--- config.mk ---
export PLATFORM = sky130hd
export DESIGN_NAME = decode_stage
export DESIGN_NICKNAME = d
export VERILOG_FILES = /design/src/wisc_pkg.sv /design/src/decode_stage.sv /design/src/decode_out_reg.sv /design/src/reg_file.sv /design/src/ctrl_decode.sv /design/src/imm_extend.sv /design/src/instr_latch.sv
export SDC_FILE = /design/constraint.sdc
export NUM_CORES = 1
export LEC_CHECK = 0
export BUFFER_PORTS_ARGS = -buffer_cell sky130_fd_sc_hd__buf_2
export CAP_MARGIN = 5
export CORE_ASPECT_RATIO = 0.8
export CORE_MARGIN = 2
export CORE_UTILIZATION = 50
export CTS_BUF_LIST = sky130_fd_sc_hd__clkbuf_2 sky130_fd_sc_hd__clkbuf_4 sky130_fd_sc_hd__clkbuf_8
export DETAILED_ROUTE_END_ITERATION = 10
export GPL_ROUTABILITY_DRIVEN = 1
export GPL_TIMING_DRIVEN = 1
export PLACE_DENSITY = 0.7
export SYNTH_ARGS = -nofsm -noshare
export SYNTH_HDL_FRONTEND = slang
export SYNTH_SLANG_ARGS = --single-unit
--- constraint.sdc ---
create_clock -name clk -period 6.1 [get_ports clk]
set_input_delay 0.305 -clock clk [delete_from_list [all_inputs] [get_ports clk]]
set_output_delay 0.305 -clock clk [all_outputs]
set_load 0.01 [all_outputs]
--- src/wisc_pkg.sv ---
// ########################################
// wisc_pkg: ISA types and decoded bundles
// shared by the decode stage.
// ########################################
`default_nettype none

package wisc_pkg;

	localparam int NUM_REGS = 8; // architectural registers.

	typedef logic [15:0] word_t;
	typedef logic [2:0] reg_idx_t;

	// opcode sits in instr[15:11].
	typedef enum logic [4:0] {
		HALT     = 5'b00000,
		NOP      = 5'b00001,
		J        = 5'b00100,
		JR       = 5'b00101,
		JAL      = 5'b00110,
		JALR     = 5'b00111,
		ADDI     = 5'b01000,
		SUBI     = 5'b01001,
		XORI     = 5'b01010,
		ANDNI    = 5'b01011,
		BEQZ     = 5'b01100,
		BNEZ     = 5'b01101,
		BLTZ     = 5'b01110,
		BGEZ     = 5'b01111,
		ST       = 5'b10000,
		LD       = 5'b10001,
		SLBI     = 5'b10010,
		STU      = 5'b10011,
		ROLI     = 5'b10100,
		SLLI     = 5'b10101,
		RORI     = 5'b10110,
		SRLI     = 5'b10111,
		LBI      = 5'b11000,
		BTR      = 5'b11001,
		SHIFT_RR = 5'b11010,
		ALU_RR   = 5'b11011,
		SEQ      = 5'b11100,
		SLT      = 5'b11101,
		SLE      = 5'b11110,
		SCO      = 5'b11111
	} opcode_e;

	// low two bits of each group line up with the opcode and funct bits.
	typedef enum logic [3:0] {
		ALU_ADD    = 4'd0,
		ALU_SUB    = 4'd1,
		ALU_XOR    = 4'd2,
		ALU_ANDN   = 4'd3,
		ALU_ROL    = 4'd4,
		ALU_SLL    = 4'd5,
		ALU_ROR    = 4'd6,
		ALU_SRL    = 4'd7,
		ALU_SEQ    = 4'd8,
		ALU_SLT    = 4'd9,
		ALU_SLE    = 4'd10,
		ALU_SCO    = 4'd11,
		ALU_BTR    = 4'd12,
		ALU_PASS_B = 4'd13, // lbi.
		ALU_SLBI   = 4'd14
	} alu_op_e;

	typedef enum logic [2:0] {
		BR_NONE = 3'b000,
		BR_EQZ  = 3'b100,
		BR_NEZ  = 3'b101,
		BR_LTZ  = 3'b110,
		BR_GEZ  = 3'b111
	} branch_e;

	typedef struct packed {
		alu_op_e alu_op;
		branch_e branch;
		logic    use_imm;
		logic    reg_write;
		logic    mem_read;
		logic    mem_write;
		logic    jump;
		logic    jump_reg;
		logic    link;
		logic    halt;
		logic    illegal;
	} ctrl_t;

	typedef struct packed {
		ctrl_t    ctrl;
		reg_idx_t rd;
		word_t    rs_val;
		word_t    rt_val;
		word_t    imm;
	} decoded_t;

endpackage

`default_nettype wire
--- src/decode_stage.sv ---
// ########################################
// decode_stage: latch, decode, register
// read and output register, two cycles.
// ########################################
`timescale 1ns/1ns
`default_nettype none

module decode_stage
	import wisc_pkg::*;
(
	input  logic     clk,
	input  logic     rst,
	input  logic     instr_valid,
	input  word_t    instr,
	input  logic     wr_en,
	input  reg_idx_t wr_reg,
	input  word_t    wr_data,
	output logic     out_valid,
	output decoded_t dec
);

	logic     lat_valid;
	word_t    lat_instr;
	word_t    imm;
	ctrl_t    ctrl;
	reg_idx_t rs_idx;
	reg_idx_t rt_idx;
	reg_idx_t rd_idx;
	word_t    rs_val;
	word_t    rt_val;

	instr_latch u_instr_latch (
		.clk         (clk),
		.rst         (rst),
		.instr_valid (instr_valid),
		.instr       (instr),
		.lat_valid   (lat_valid),
		.lat_instr   (lat_instr)
	);

	imm_extend u_imm_extend (
		.instr (lat_instr),
		.imm   (imm)
	);

	ctrl_decode u_ctrl_decode (
		.instr  (lat_instr),
		.ctrl   (ctrl),
		.rs_idx (rs_idx),
		.rt_idx (rt_idx),
		.rd_idx (rd_idx)
	);

	// operands are read in the latch cycle.
	reg_file u_reg_file (
		.clk     (clk),
		.rst     (rst),
		.wr_en   (wr_en),
		.wr_reg  (wr_reg),
		.wr_data (wr_data),
		.rs_idx  (rs_idx),
		.rt_idx  (rt_idx),
		.rs_val  (rs_val),
		.rt_val  (rt_val)
	);

	decode_out_reg u_decode_out_reg (
		.clk       (clk),
		.rst       (rst),
		.lat_valid (lat_valid),
		.ctrl      (ctrl),
		.rd_idx    (rd_idx),
		.rs_val    (rs_val),
		.rt_val    (rt_val),
		.imm       (imm),
		.out_valid (out_valid),
		.dec       (dec)
	);

endmodule

`default_nettype wire

--- src/decode_out_reg.sv ---
// ########################################
// decode_out_reg: registers the decoded
// bundle and its valid pulse.
// ########################################
`timescale 1ns/1ns
`default_nettype none

module decode_out_reg
	import wisc_pkg::*;
(
	input  logic     clk,
	input  logic     rst,
	input  logic     lat_valid,
	input  ctrl_t    ctrl,
	input  reg_idx_t rd_idx,
	input  word_t    rs_val,
	input  word_t    rt_val,
	input  word_t    imm,
	output logic     out_valid,
	output decoded_t dec
);

	decoded_t dec_next;

	always_comb begin
		dec_next.ctrl   = ctrl;
		dec_next.rd     = rd_idx;
		dec_next.rs_val = rs_val;
		dec_next.rt_val = rt_val;
		dec_next.imm    = imm;
	end

	always_ff @(posedge clk) begin
		if (rst) begin
			out_valid <= 1'b0;
		end else begin
			out_valid <= lat_valid; // one cycle behind the latch.
		end
	end

	always_ff @(posedge clk) begin
		if (lat_valid) begin
			dec <= dec_next;
		end
	end

endmodule

`default_nettype wire

--- src/reg_file.sv ---
// ########################################
// reg_file: eight 16 bit registers with
// two read ports and one write port.
// ########################################
`timescale 1ns/1ns
`default_nettype none

module reg_file
	import wisc_pkg::*;
(
	input  logic     clk,
	input  logic     rst,
	input  logic     wr_en,
	input  reg_idx_t wr_reg,
	input  word_t    wr_data,
	input  reg_idx_t rs_idx,
	input  reg_idx_t rt_idx,
	output word_t    rs_val,
	output word_t    rt_val
);

	word_t regs [NUM_REGS];

	// register 0 is writable like any other.
	always_ff @(posedge clk) begin
		if (rst) begin
			for (int i = 0; i < NUM_REGS; i++) begin
				regs[i] <= '0;
			end
		end else if (wr_en) begin
			regs[wr_reg] <= wr_data;
		end
	end

	// no write bypass.
	assign rs_val = regs[rs_idx];
	assign rt_val = regs[rt_idx];

endmodule

`default_nettype wire

--- src/ctrl_decode.sv ---
// ########################################
// ctrl_decode: opcode to control bundle,
// register indices and illegal flag.
// ########################################
`timescale 1ns/1ns
`default_nettype none

module ctrl_decode
	import wisc_pkg::*;
(
	input  word_t    instr,
	output ctrl_t    ctrl,
	output reg_idx_t rs_idx,
	output reg_idx_t rt_idx,
	output reg_idx_t rd_idx
);

	opcode_e    opcode;
	logic [1:0] op_low; // selects within a group of four.
	logic [1:0] funct;

	assign opcode = opcode_e'(instr[15:11]);
	assign op_low = instr[12:11];
	assign funct  = instr[1:0];

	// source fields sit in the same place in every format.
	assign rs_idx = instr[10:8];
	assign rt_idx = instr[7:5];

	always_comb begin
		ctrl        = '0;
		ctrl.alu_op = ALU_ADD;
		ctrl.branch = BR_NONE;
		rd_idx      = instr[7:5]; // i-format-1 destination.

		case (opcode)
			ADDI, SUBI, XORI, ANDNI: begin
				ctrl.alu_op    = alu_op_e'({2'b00, op_low});
				ctrl.use_imm   = 1'b1;
				ctrl.reg_write = 1'b1;
			end
			ROLI, SLLI, RORI, SRLI: begin
				ctrl.alu_op    = alu_op_e'({2'b01, op_low});
				ctrl.use_imm   = 1'b1;
				ctrl.reg_write = 1'b1;
			end
			ST: begin
				ctrl.use_imm   = 1'b1; // address is rs plus offset.
				ctrl.mem_write = 1'b1;
			end
			LD: begin
				ctrl.use_imm   = 1'b1;
				ctrl.mem_read  = 1'b1;
				ctrl.reg_write = 1'b1;
			end
			STU: begin
				ctrl.use_imm   = 1'b1;
				ctrl.mem_write = 1'b1;
				ctrl.reg_write = 1'b1; // updated address written back.
			end
			BEQZ, BNEZ, BLTZ, BGEZ: begin
				ctrl.branch = branch_e'({1'b1, op_low});
			end
			LBI, SLBI: begin
				ctrl.alu_op    = (opcode == LBI) ? ALU_PASS_B : ALU_SLBI;
				ctrl.use_imm   = 1'b1;
				ctrl.reg_write = 1'b1;
				rd_idx         = instr[10:8];
			end
			J: begin
				ctrl.jump = 1'b1;
			end
			JR: begin
				ctrl.jump     = 1'b1;
				ctrl.jump_reg = 1'b1;
				ctrl.use_imm  = 1'b1;
			end
			JAL, JALR: begin
				ctrl.jump      = 1'b1;
				ctrl.jump_reg  = (opcode == JALR);
				ctrl.use_imm   = (opcode == JALR);
				ctrl.link      = 1'b1;
				ctrl.reg_write = 1'b1;
				rd_idx         = 3'd7; // return address register.
			end
			ALU_RR, SHIFT_RR: begin
				ctrl.alu_op    = alu_op_e'({1'b0, (opcode == SHIFT_RR), funct});
				ctrl.reg_write = 1'b1;
				rd_idx         = instr[4:2];
			end
			SEQ, SLT, SLE, SCO: begin
				ctrl.alu_op    = alu_op_e'({2'b10, op_low});
				ctrl.reg_write = 1'b1;
				rd_idx         = instr[4:2];
			end
			BTR: begin
				ctrl.alu_op    = ALU_BTR;
				ctrl.reg_write = 1'b1;
				rd_idx         = instr[4:2];
			end
			HALT: begin
				ctrl.halt = 1'b1;
			end
			NOP: begin
				ctrl = '0;
			end
			// undefined encodings leave write and memory flags clear.
			default: begin
				ctrl.illegal = 1'b1;
			end
		endcase
	end

endmodule

`default_nettype wire

--- src/imm_extend.sv ---
// ########################################
// imm_extend zero or sign extends the
// 5, 8 or 11 bit immediate field.
// ########################################
`timescale 1ns/1ns
`default_nettype none

module imm_extend
	import wisc_pkg::*;
(
	input  word_t instr,
	output word_t imm
);

	opcode_e     opcode;
	logic [4:0]  field5;
	logic [7:0]  field8;
	logic [10:0] field11;

	assign opcode  = opcode_e'(instr[15:11]);
	assign field5  = instr[4:0];
	assign field8  = instr[7:0];
	assign field11 = instr[10:0];

	always_comb begin
		case (opcode)
			// jump displacement.
			J, JAL: begin
				imm = {{5{field11[10]}}, field11};
			end

			// logical immediates are unsigned.
			XORI, ANDNI: begin
				imm = {11'h000, field5};
			end

			// byte load, register jumps and branch offsets.
			LBI, JR, JALR, BEQZ, BNEZ, BLTZ, BGEZ: begin
				imm = {{8{field8[7]}}, field8};
			end

			// low byte shifted in below rs.
			SLBI: begin
				imm = {8'h00, field8};
			end

			// arithmetic, memory, shifts and rotates.
			default: begin
				imm = {{11{field5[4]}}, field5};
			end
		endcase
	end

endmodule

`default_nettype wire

--- src/instr_latch.sv ---
// ########################################
// instr_latch: captures an instruction on
// its valid strobe for the decode cycle.
// ########################################
`timescale 1ns/1ns
`default_nettype none

module instr_latch
	import wisc_pkg::*;
(
	input  logic  clk,
	input  logic  rst,
	input  logic  instr_valid,
	input  word_t instr,
	output logic  lat_valid,
	output word_t lat_instr
);

	// valid flag follows the strobe every cycle.
	always_ff @(posedge clk) begin
		if (rst) begin
			lat_valid <= 1'b0;
		end else begin
			lat_valid <= instr_valid;
		end
	end

	// holds its last value between strobes.
	always_ff @(posedge clk) begin
		if (instr_valid) begin
			lat_instr <= instr;
		end
	end

endmodule

`default_nettype wire

# [Word-level counts from Yosys, hierarchy flattened]
# Memory sizes are Yosys's and may differ from the RTL's. A register that Yosys moved wholly into a read port is not among the register bits.
# Index checks and enable logic that the tools add are counted.
[totals] reg_bits=53 latchBits=0 mem_bits_rw=128 mem_bits_ro=0 mem_count=1
[memory_table] memory="u_reg_file.regs" words=8 width=16 rd=2 rd_ports_with_merged_regs=2 write_ports=8 line="reg_file.sv:22" text="word_t regs [NUM_REGS];"
[classes] add_sub_neg=0 mul=0 div_mod_pow=0 magnitude_cmp=0 n_eq_ne=29 shifts=0 muxes=22 bitwise_logic=0 n_reduce_logical=18
[op_table] operator="5-bit equality test (second input constant)" count=16
[op_table] operator="16-bit case mux with 4 select lines" count=1
[op_table] operator="5-bit by 4-bit equality test with 1-bit output (second input constant)" count=8
[op_table] operator="30-bit OR reduction" count=1
[op_table] operator="4-bit case mux with 6 select lines" count=1
[op_table] operator="21-bit OR reduction" count=1
[op_table] operator="5-bit by 3-bit equality test with 1-bit output (second input constant)" count=4
[op_table] operator="4-bit OR reduction" count=5
[op_table] operator="16-bit two-way mux" count=1
[op_table] operator="16-bit OR reduction" count=1
[op_table] operator="14-bit OR reduction" count=1
[op_table] operator="7-bit OR reduction" count=2
[op_table] operator="1-bit two-way mux" count=13
[op_table] operator="2-bit OR reduction" count=6
[op_table] operator="3-bit case mux with 3 select lines" count=1
[op_table] operator="3-bit two-way mux" count=2
[op_table] operator="5-bit by 1-bit equality test with 1-bit output (second input constant)" count=1
[op_table] operator="5-bit zero test" count=1
[op_table] operator="1-bit case mux with 2 select lines" count=2
[op_table] operator="2-bit two-way mux" count=1

# [Logic depth before layout (Yosys ltp)]
[depth] word_depth=5 ltp_mapped=5 depth_no_buf=3

# [Modules after synthesis]
# From an unflattened synthesis, not the netlist that was laid out.
[unflattened] cells_unflattened=618 area_unflattened_um2=10193.5
[modules_own_cells] mod="reg_file" instances=1 cells_each=430 area_each_um2=6975.4 seq_area_each_um2=3843.7
[modules_own_cells] mod="decode_out_reg" instances=1 cells_each=69 area_each_um2=2045.7 seq_area_each_um2=2031.9
[modules_own_cells] mod="instr_latch" instances=1 cells_each=18 area_each_um2=514.2 seq_area_each_um2=500.5
[modules_own_cells] mod="ctrl_decode" instances=1 cells_each=67 area_each_um2=445.4 seq_area_each_um2=0.0
[modules_own_cells] mod="imm_extend" instances=1 cells_each=34 area_each_um2=212.7 seq_area_each_um2=0.0

# [Worst setup path after synthesis]
# Ideal clock, no wire load.
[synth_path] path_kind="flip-flop to flip-flop" start="register u_instr_latch.lat_valid" end="register u_decode_out_reg.dec[0] (netlist name)" setup_time_ns=0.425 arrival_ns=1.636 required_ns=5.675 slack_ns=4.039 stages_incl_launch_ff=1 cell_sequence="dfxtp_1"
[synth_rtl] item="start: declaration" line="instr_latch.sv:15" text="output logic lat_valid,"
[synth_rtl] item="start signal: assignment" line="instr_latch.sv:24" text="lat_valid <= instr_valid;"
# No word-level cell between the ends.

# [Worst setup path in the final report]
[layout_path] start="register u_instr_latch.lat_instr[7]" end="register u_decode_out_reg.dec[50] (netlist name)"
[layout_between] elab_chain_len=1
[layout_lines] item="start: declaration" line="instr_latch.sv:16" text="output word_t lat_instr"
[layout_lines] item="start signal: assignment" line="instr_latch.sv:31" text="lat_instr <= instr;"
[layout_lines] item="3-bit case mux with 3 select lines" line="ctrl_decode.sv:36" text="case (opcode)"
[layout_lines] item="net rd_idx[2]" line="decode_stage.sv:28" text="reg_idx_t rd_idx;"
# The timed path passes the listed nets, and every way through them passes these cells.
# A chain may end at the register's enable or synchronous reset.

==> flow_summary.toml <==
[floorplanning]
die_x_microns = 161
ios = 107
fp.dieH_microns = 129
die_area_sq_um = 20800
core_sq_um = 19100
rows = 45
start_util_pct = 51.4

[yosys]
async_flop_share_pct = 0
synth_ff_type = "edfxtp_1"
yosys_warnings = 0
yosysTopAreaCell = "edfxtp_1"
synth_area_per_cell_sq_um = 16.1
synth_cell_types = 48
synth_area_leaders = "edfxtp_1 (63%), and2_1 (8.3%), mux4_2 (8.2%)"
ys_ff_latch = 208
yosysSeqAreaShare_pct = 63.3
syn-cell-area_sq_um = 9830
syn_nets = 650
synth_edf_count = 206
syn_inst = 611
yosysTopAreaCellShare_pct = 62.9

[worst_setup_path]
slowest_stage = "edfxtp_1"
worstSetupEndpointType = "flop"
worstPathArrival_ns = 2.78
crit_chain = "clkinv_1 > o2111ai_1"
cp_top_family = "flip-flops"
crit_fanout = 21
critPathKind = "flop to flop"
start_kind = "flop"
max_stage_delay_ns = 0.91
crit_buf_inv = 1
cp.required_ns = 6.44

[detailed_routing]
drt_iter0_markers = 408
drtAntennaViolNets = 0
drc_errors = 0
vias = 5796
drt_pass1_iterations = 5
vias_per_cell = 5.74
finalWirelength_microns = 22200
routedWlPerCell_microns = 21.9

[clocking]
cts-buffers-inserted = 34
cts_resized = 0
clkSinkCount = 208
cts.htree.levels = 2
cts_root_buf = "clkbuf_8"
cts_tree = "done"
cts.clk_slew.worst_paths_ns = 0.06
cts_max_path_buffers = 3
clock_latency_ns = 0.52

[timing]
clock.fmax_ghz = 0.411
skew_ns = 0.0228
finalCritPeriodShare_pct = 39.9
hold_ws_ns = 0.0693
layout_min_cycle_time_ns = 2.43
report.final.slew_viol_count = 0
rsz0062_at_grt = "false"
hold_viol_final = 0
slew_headroom_pct = 20.7
fin_setup_tns_ns = 0
setup_ws_ns = 3.67
worst_pin_slew_ns = 1.18
setup_viol = 0

[status]
run_status = "finished, final reports clean"

[global_route]
grt-ovfl-total = 0
grt_max_degree = 64
grt_pass1_vias = 5716
antenna_found_initial = 0
track_usage_pct = 21.7
grt_pass1_wl_microns = 33400

[power_and_ir_drop]
vdd_drop_max_v = 0.000177
leakage_nw = 4.16
power.density_nw_per_um2 = 291

[final_layout]
diodes = 0
fin_area_sq_um = 11300
drive_gt1_share_pct = 30.6
nNetsFinal = 771
area_delta_synth_final_pct = 14.7

[place]
place_congestion = 0.803
dpl_cell_area_sq_um = 10500
portBuffers = 106
dp_hpwl_microns = 13300
dpl_worst_slack_ns = 3.38

[run]
drv_cap = 0

[hold_path]
hold_class = "input pin to flop"
cells in the mapped netlist (3+ instances only):
| cell type | instances |
|---|---|
| o21ai_0 | 6 |
| and2_1 | 130 |
| nor3b_1 | 3 |
| and3_1 | 3 |
| mux2_2 | 16 |
| buf_2 | 12 |
| mux4_1 | 28 |
| nand3_1 | 3 |
| nor2_1 | 10 |
| a21oi_1 | 5 |
| nand2_1 | 58 |
| edfxtp_1 | 206 |
| nor2b_1 | 5 |
| o22ai_1 | 4 |
| or2_2 | 9 |
| o2111ai_1 | 3 |
| o211ai_1 | 3 |
| nor3_1 | 3 |
| inv_1 | 5 |
| buf_4 | 6 |
| nor4b_1 | 3 |
| clkbuf_1 | 20 |
| mux4_2 | 36 |
| nand2b_1 | 4 |
per-layer routing:
metal / GRT usage [%] / vias up / wire length, microns
met2: 35.4 / 272 / 10600
li1: - / 2588 / -
met1: 29.0 / 2894 / 9200
met4: 7.46 / 0 / 422
met3: 5.44 / 42 / 1900
met5: 0 / - / 0
path summary, 6_finish.rpt:
| kind | startpoint | to | slack, ns | cells past startpoint |
|---|---|---|---|---|
| setup / recovery | u_instr_latch.lat_instr[7] | u_decode_out_reg.dec[50] | 3.67 | 2 |
| hold / removal | rst | u_decode_out_reg.out_valid | 0.07 | 2 |
| setup reg to reg | u_instr_latch.lat_instr[7] | u_decode_out_reg.dec[50] | 3.67 | 2 |
| hold reg to reg | u_instr_latch.lat_instr[0] | u_decode_out_reg.dec[0] | 0.46 | 0 |
kinds of logic after synthesis:
kind of cell           after synthesis  share of synthesized area, %
AO/OA/AOI/OAI                       31                          2.34
XOR/XNOR                             1                        0.0891
buffers and inverters               51                          2.79
flip-flops                         208                          63.3
multiplexers                        80                          17.6
AND/OR/NAND/NOR                    240                          13.9
power breakdown:
group          switching [mW]  internal (mW)
sequential             0.0658           1.69
clock                   0.536          0.615
combinational           0.190          0.181
layout by cell type, fill, tap and decap left out, types with 2 or more instances in the layout:
master           n
nor2b_1          5
dlygate4sd3_1   16
or2_2            9
and3_1           3
mux4_1          28
buf_4            8
and2_1         130
nand2b_1         4
a211oi_1         2
clkinv_2         4
o211ai_1         3
o2111ai_1        3
and4b_1          2
o22ai_1          4
edfxtp_1       206
o21ai_0          6
inv_1            5
mux4_2          36
clkbuf_4         7
buf_2          106
clkbuf_8        35
nor2_1          10
nand3_1          3
a21oi_1          5
or3b_2           2
clkinv_1         9
nor4b_1          3
nor3b_1          3
nor3_1           3
nand2_1         58
mux2_2          16
metrics by stage:
| step | instances | power (mW) | utilization (%) |
|---|---|---|---|
| floorplan | 611 | 2.02 | - |
| global route | 1010 | 3.40 | 58.9 |
| detailed placement | 938 | 2.15 | 54.8 |
| finish | 1010 | 3.28 | 58.9 |
| CTS | 1010 | 3.30 | 58.9 |
| global placement | 938 | 2.14 | 54.8 |
flip-flops by register name (all words and copies together) (netlist names):
name	cells
u_instr_latch.lat_instr	16
u_instr_latch.lat_valid	1
u_reg_file.regs	128
u_decode_out_reg.out_valid	1
u_decode_out_reg.dec	62
timing repair:
| action | CTS | global route |
|---|---|---|
| hold endpoints to repair | 16 | 0 |
| buffers inserted | 0 | 0 |
| hold buffers | 16 | 0 |
cell type report:
class	instances	area, sq um
fillers	1486	7870
flip-flops and latches	208	6230
multi-input cells	352	3330
repair buffers	130	751
clock buffers	42	534
well taps	258	323
clock inverters	14	87.6
inverters	6	22.5
Note: power is estimated with default switching activity, not from simulation.
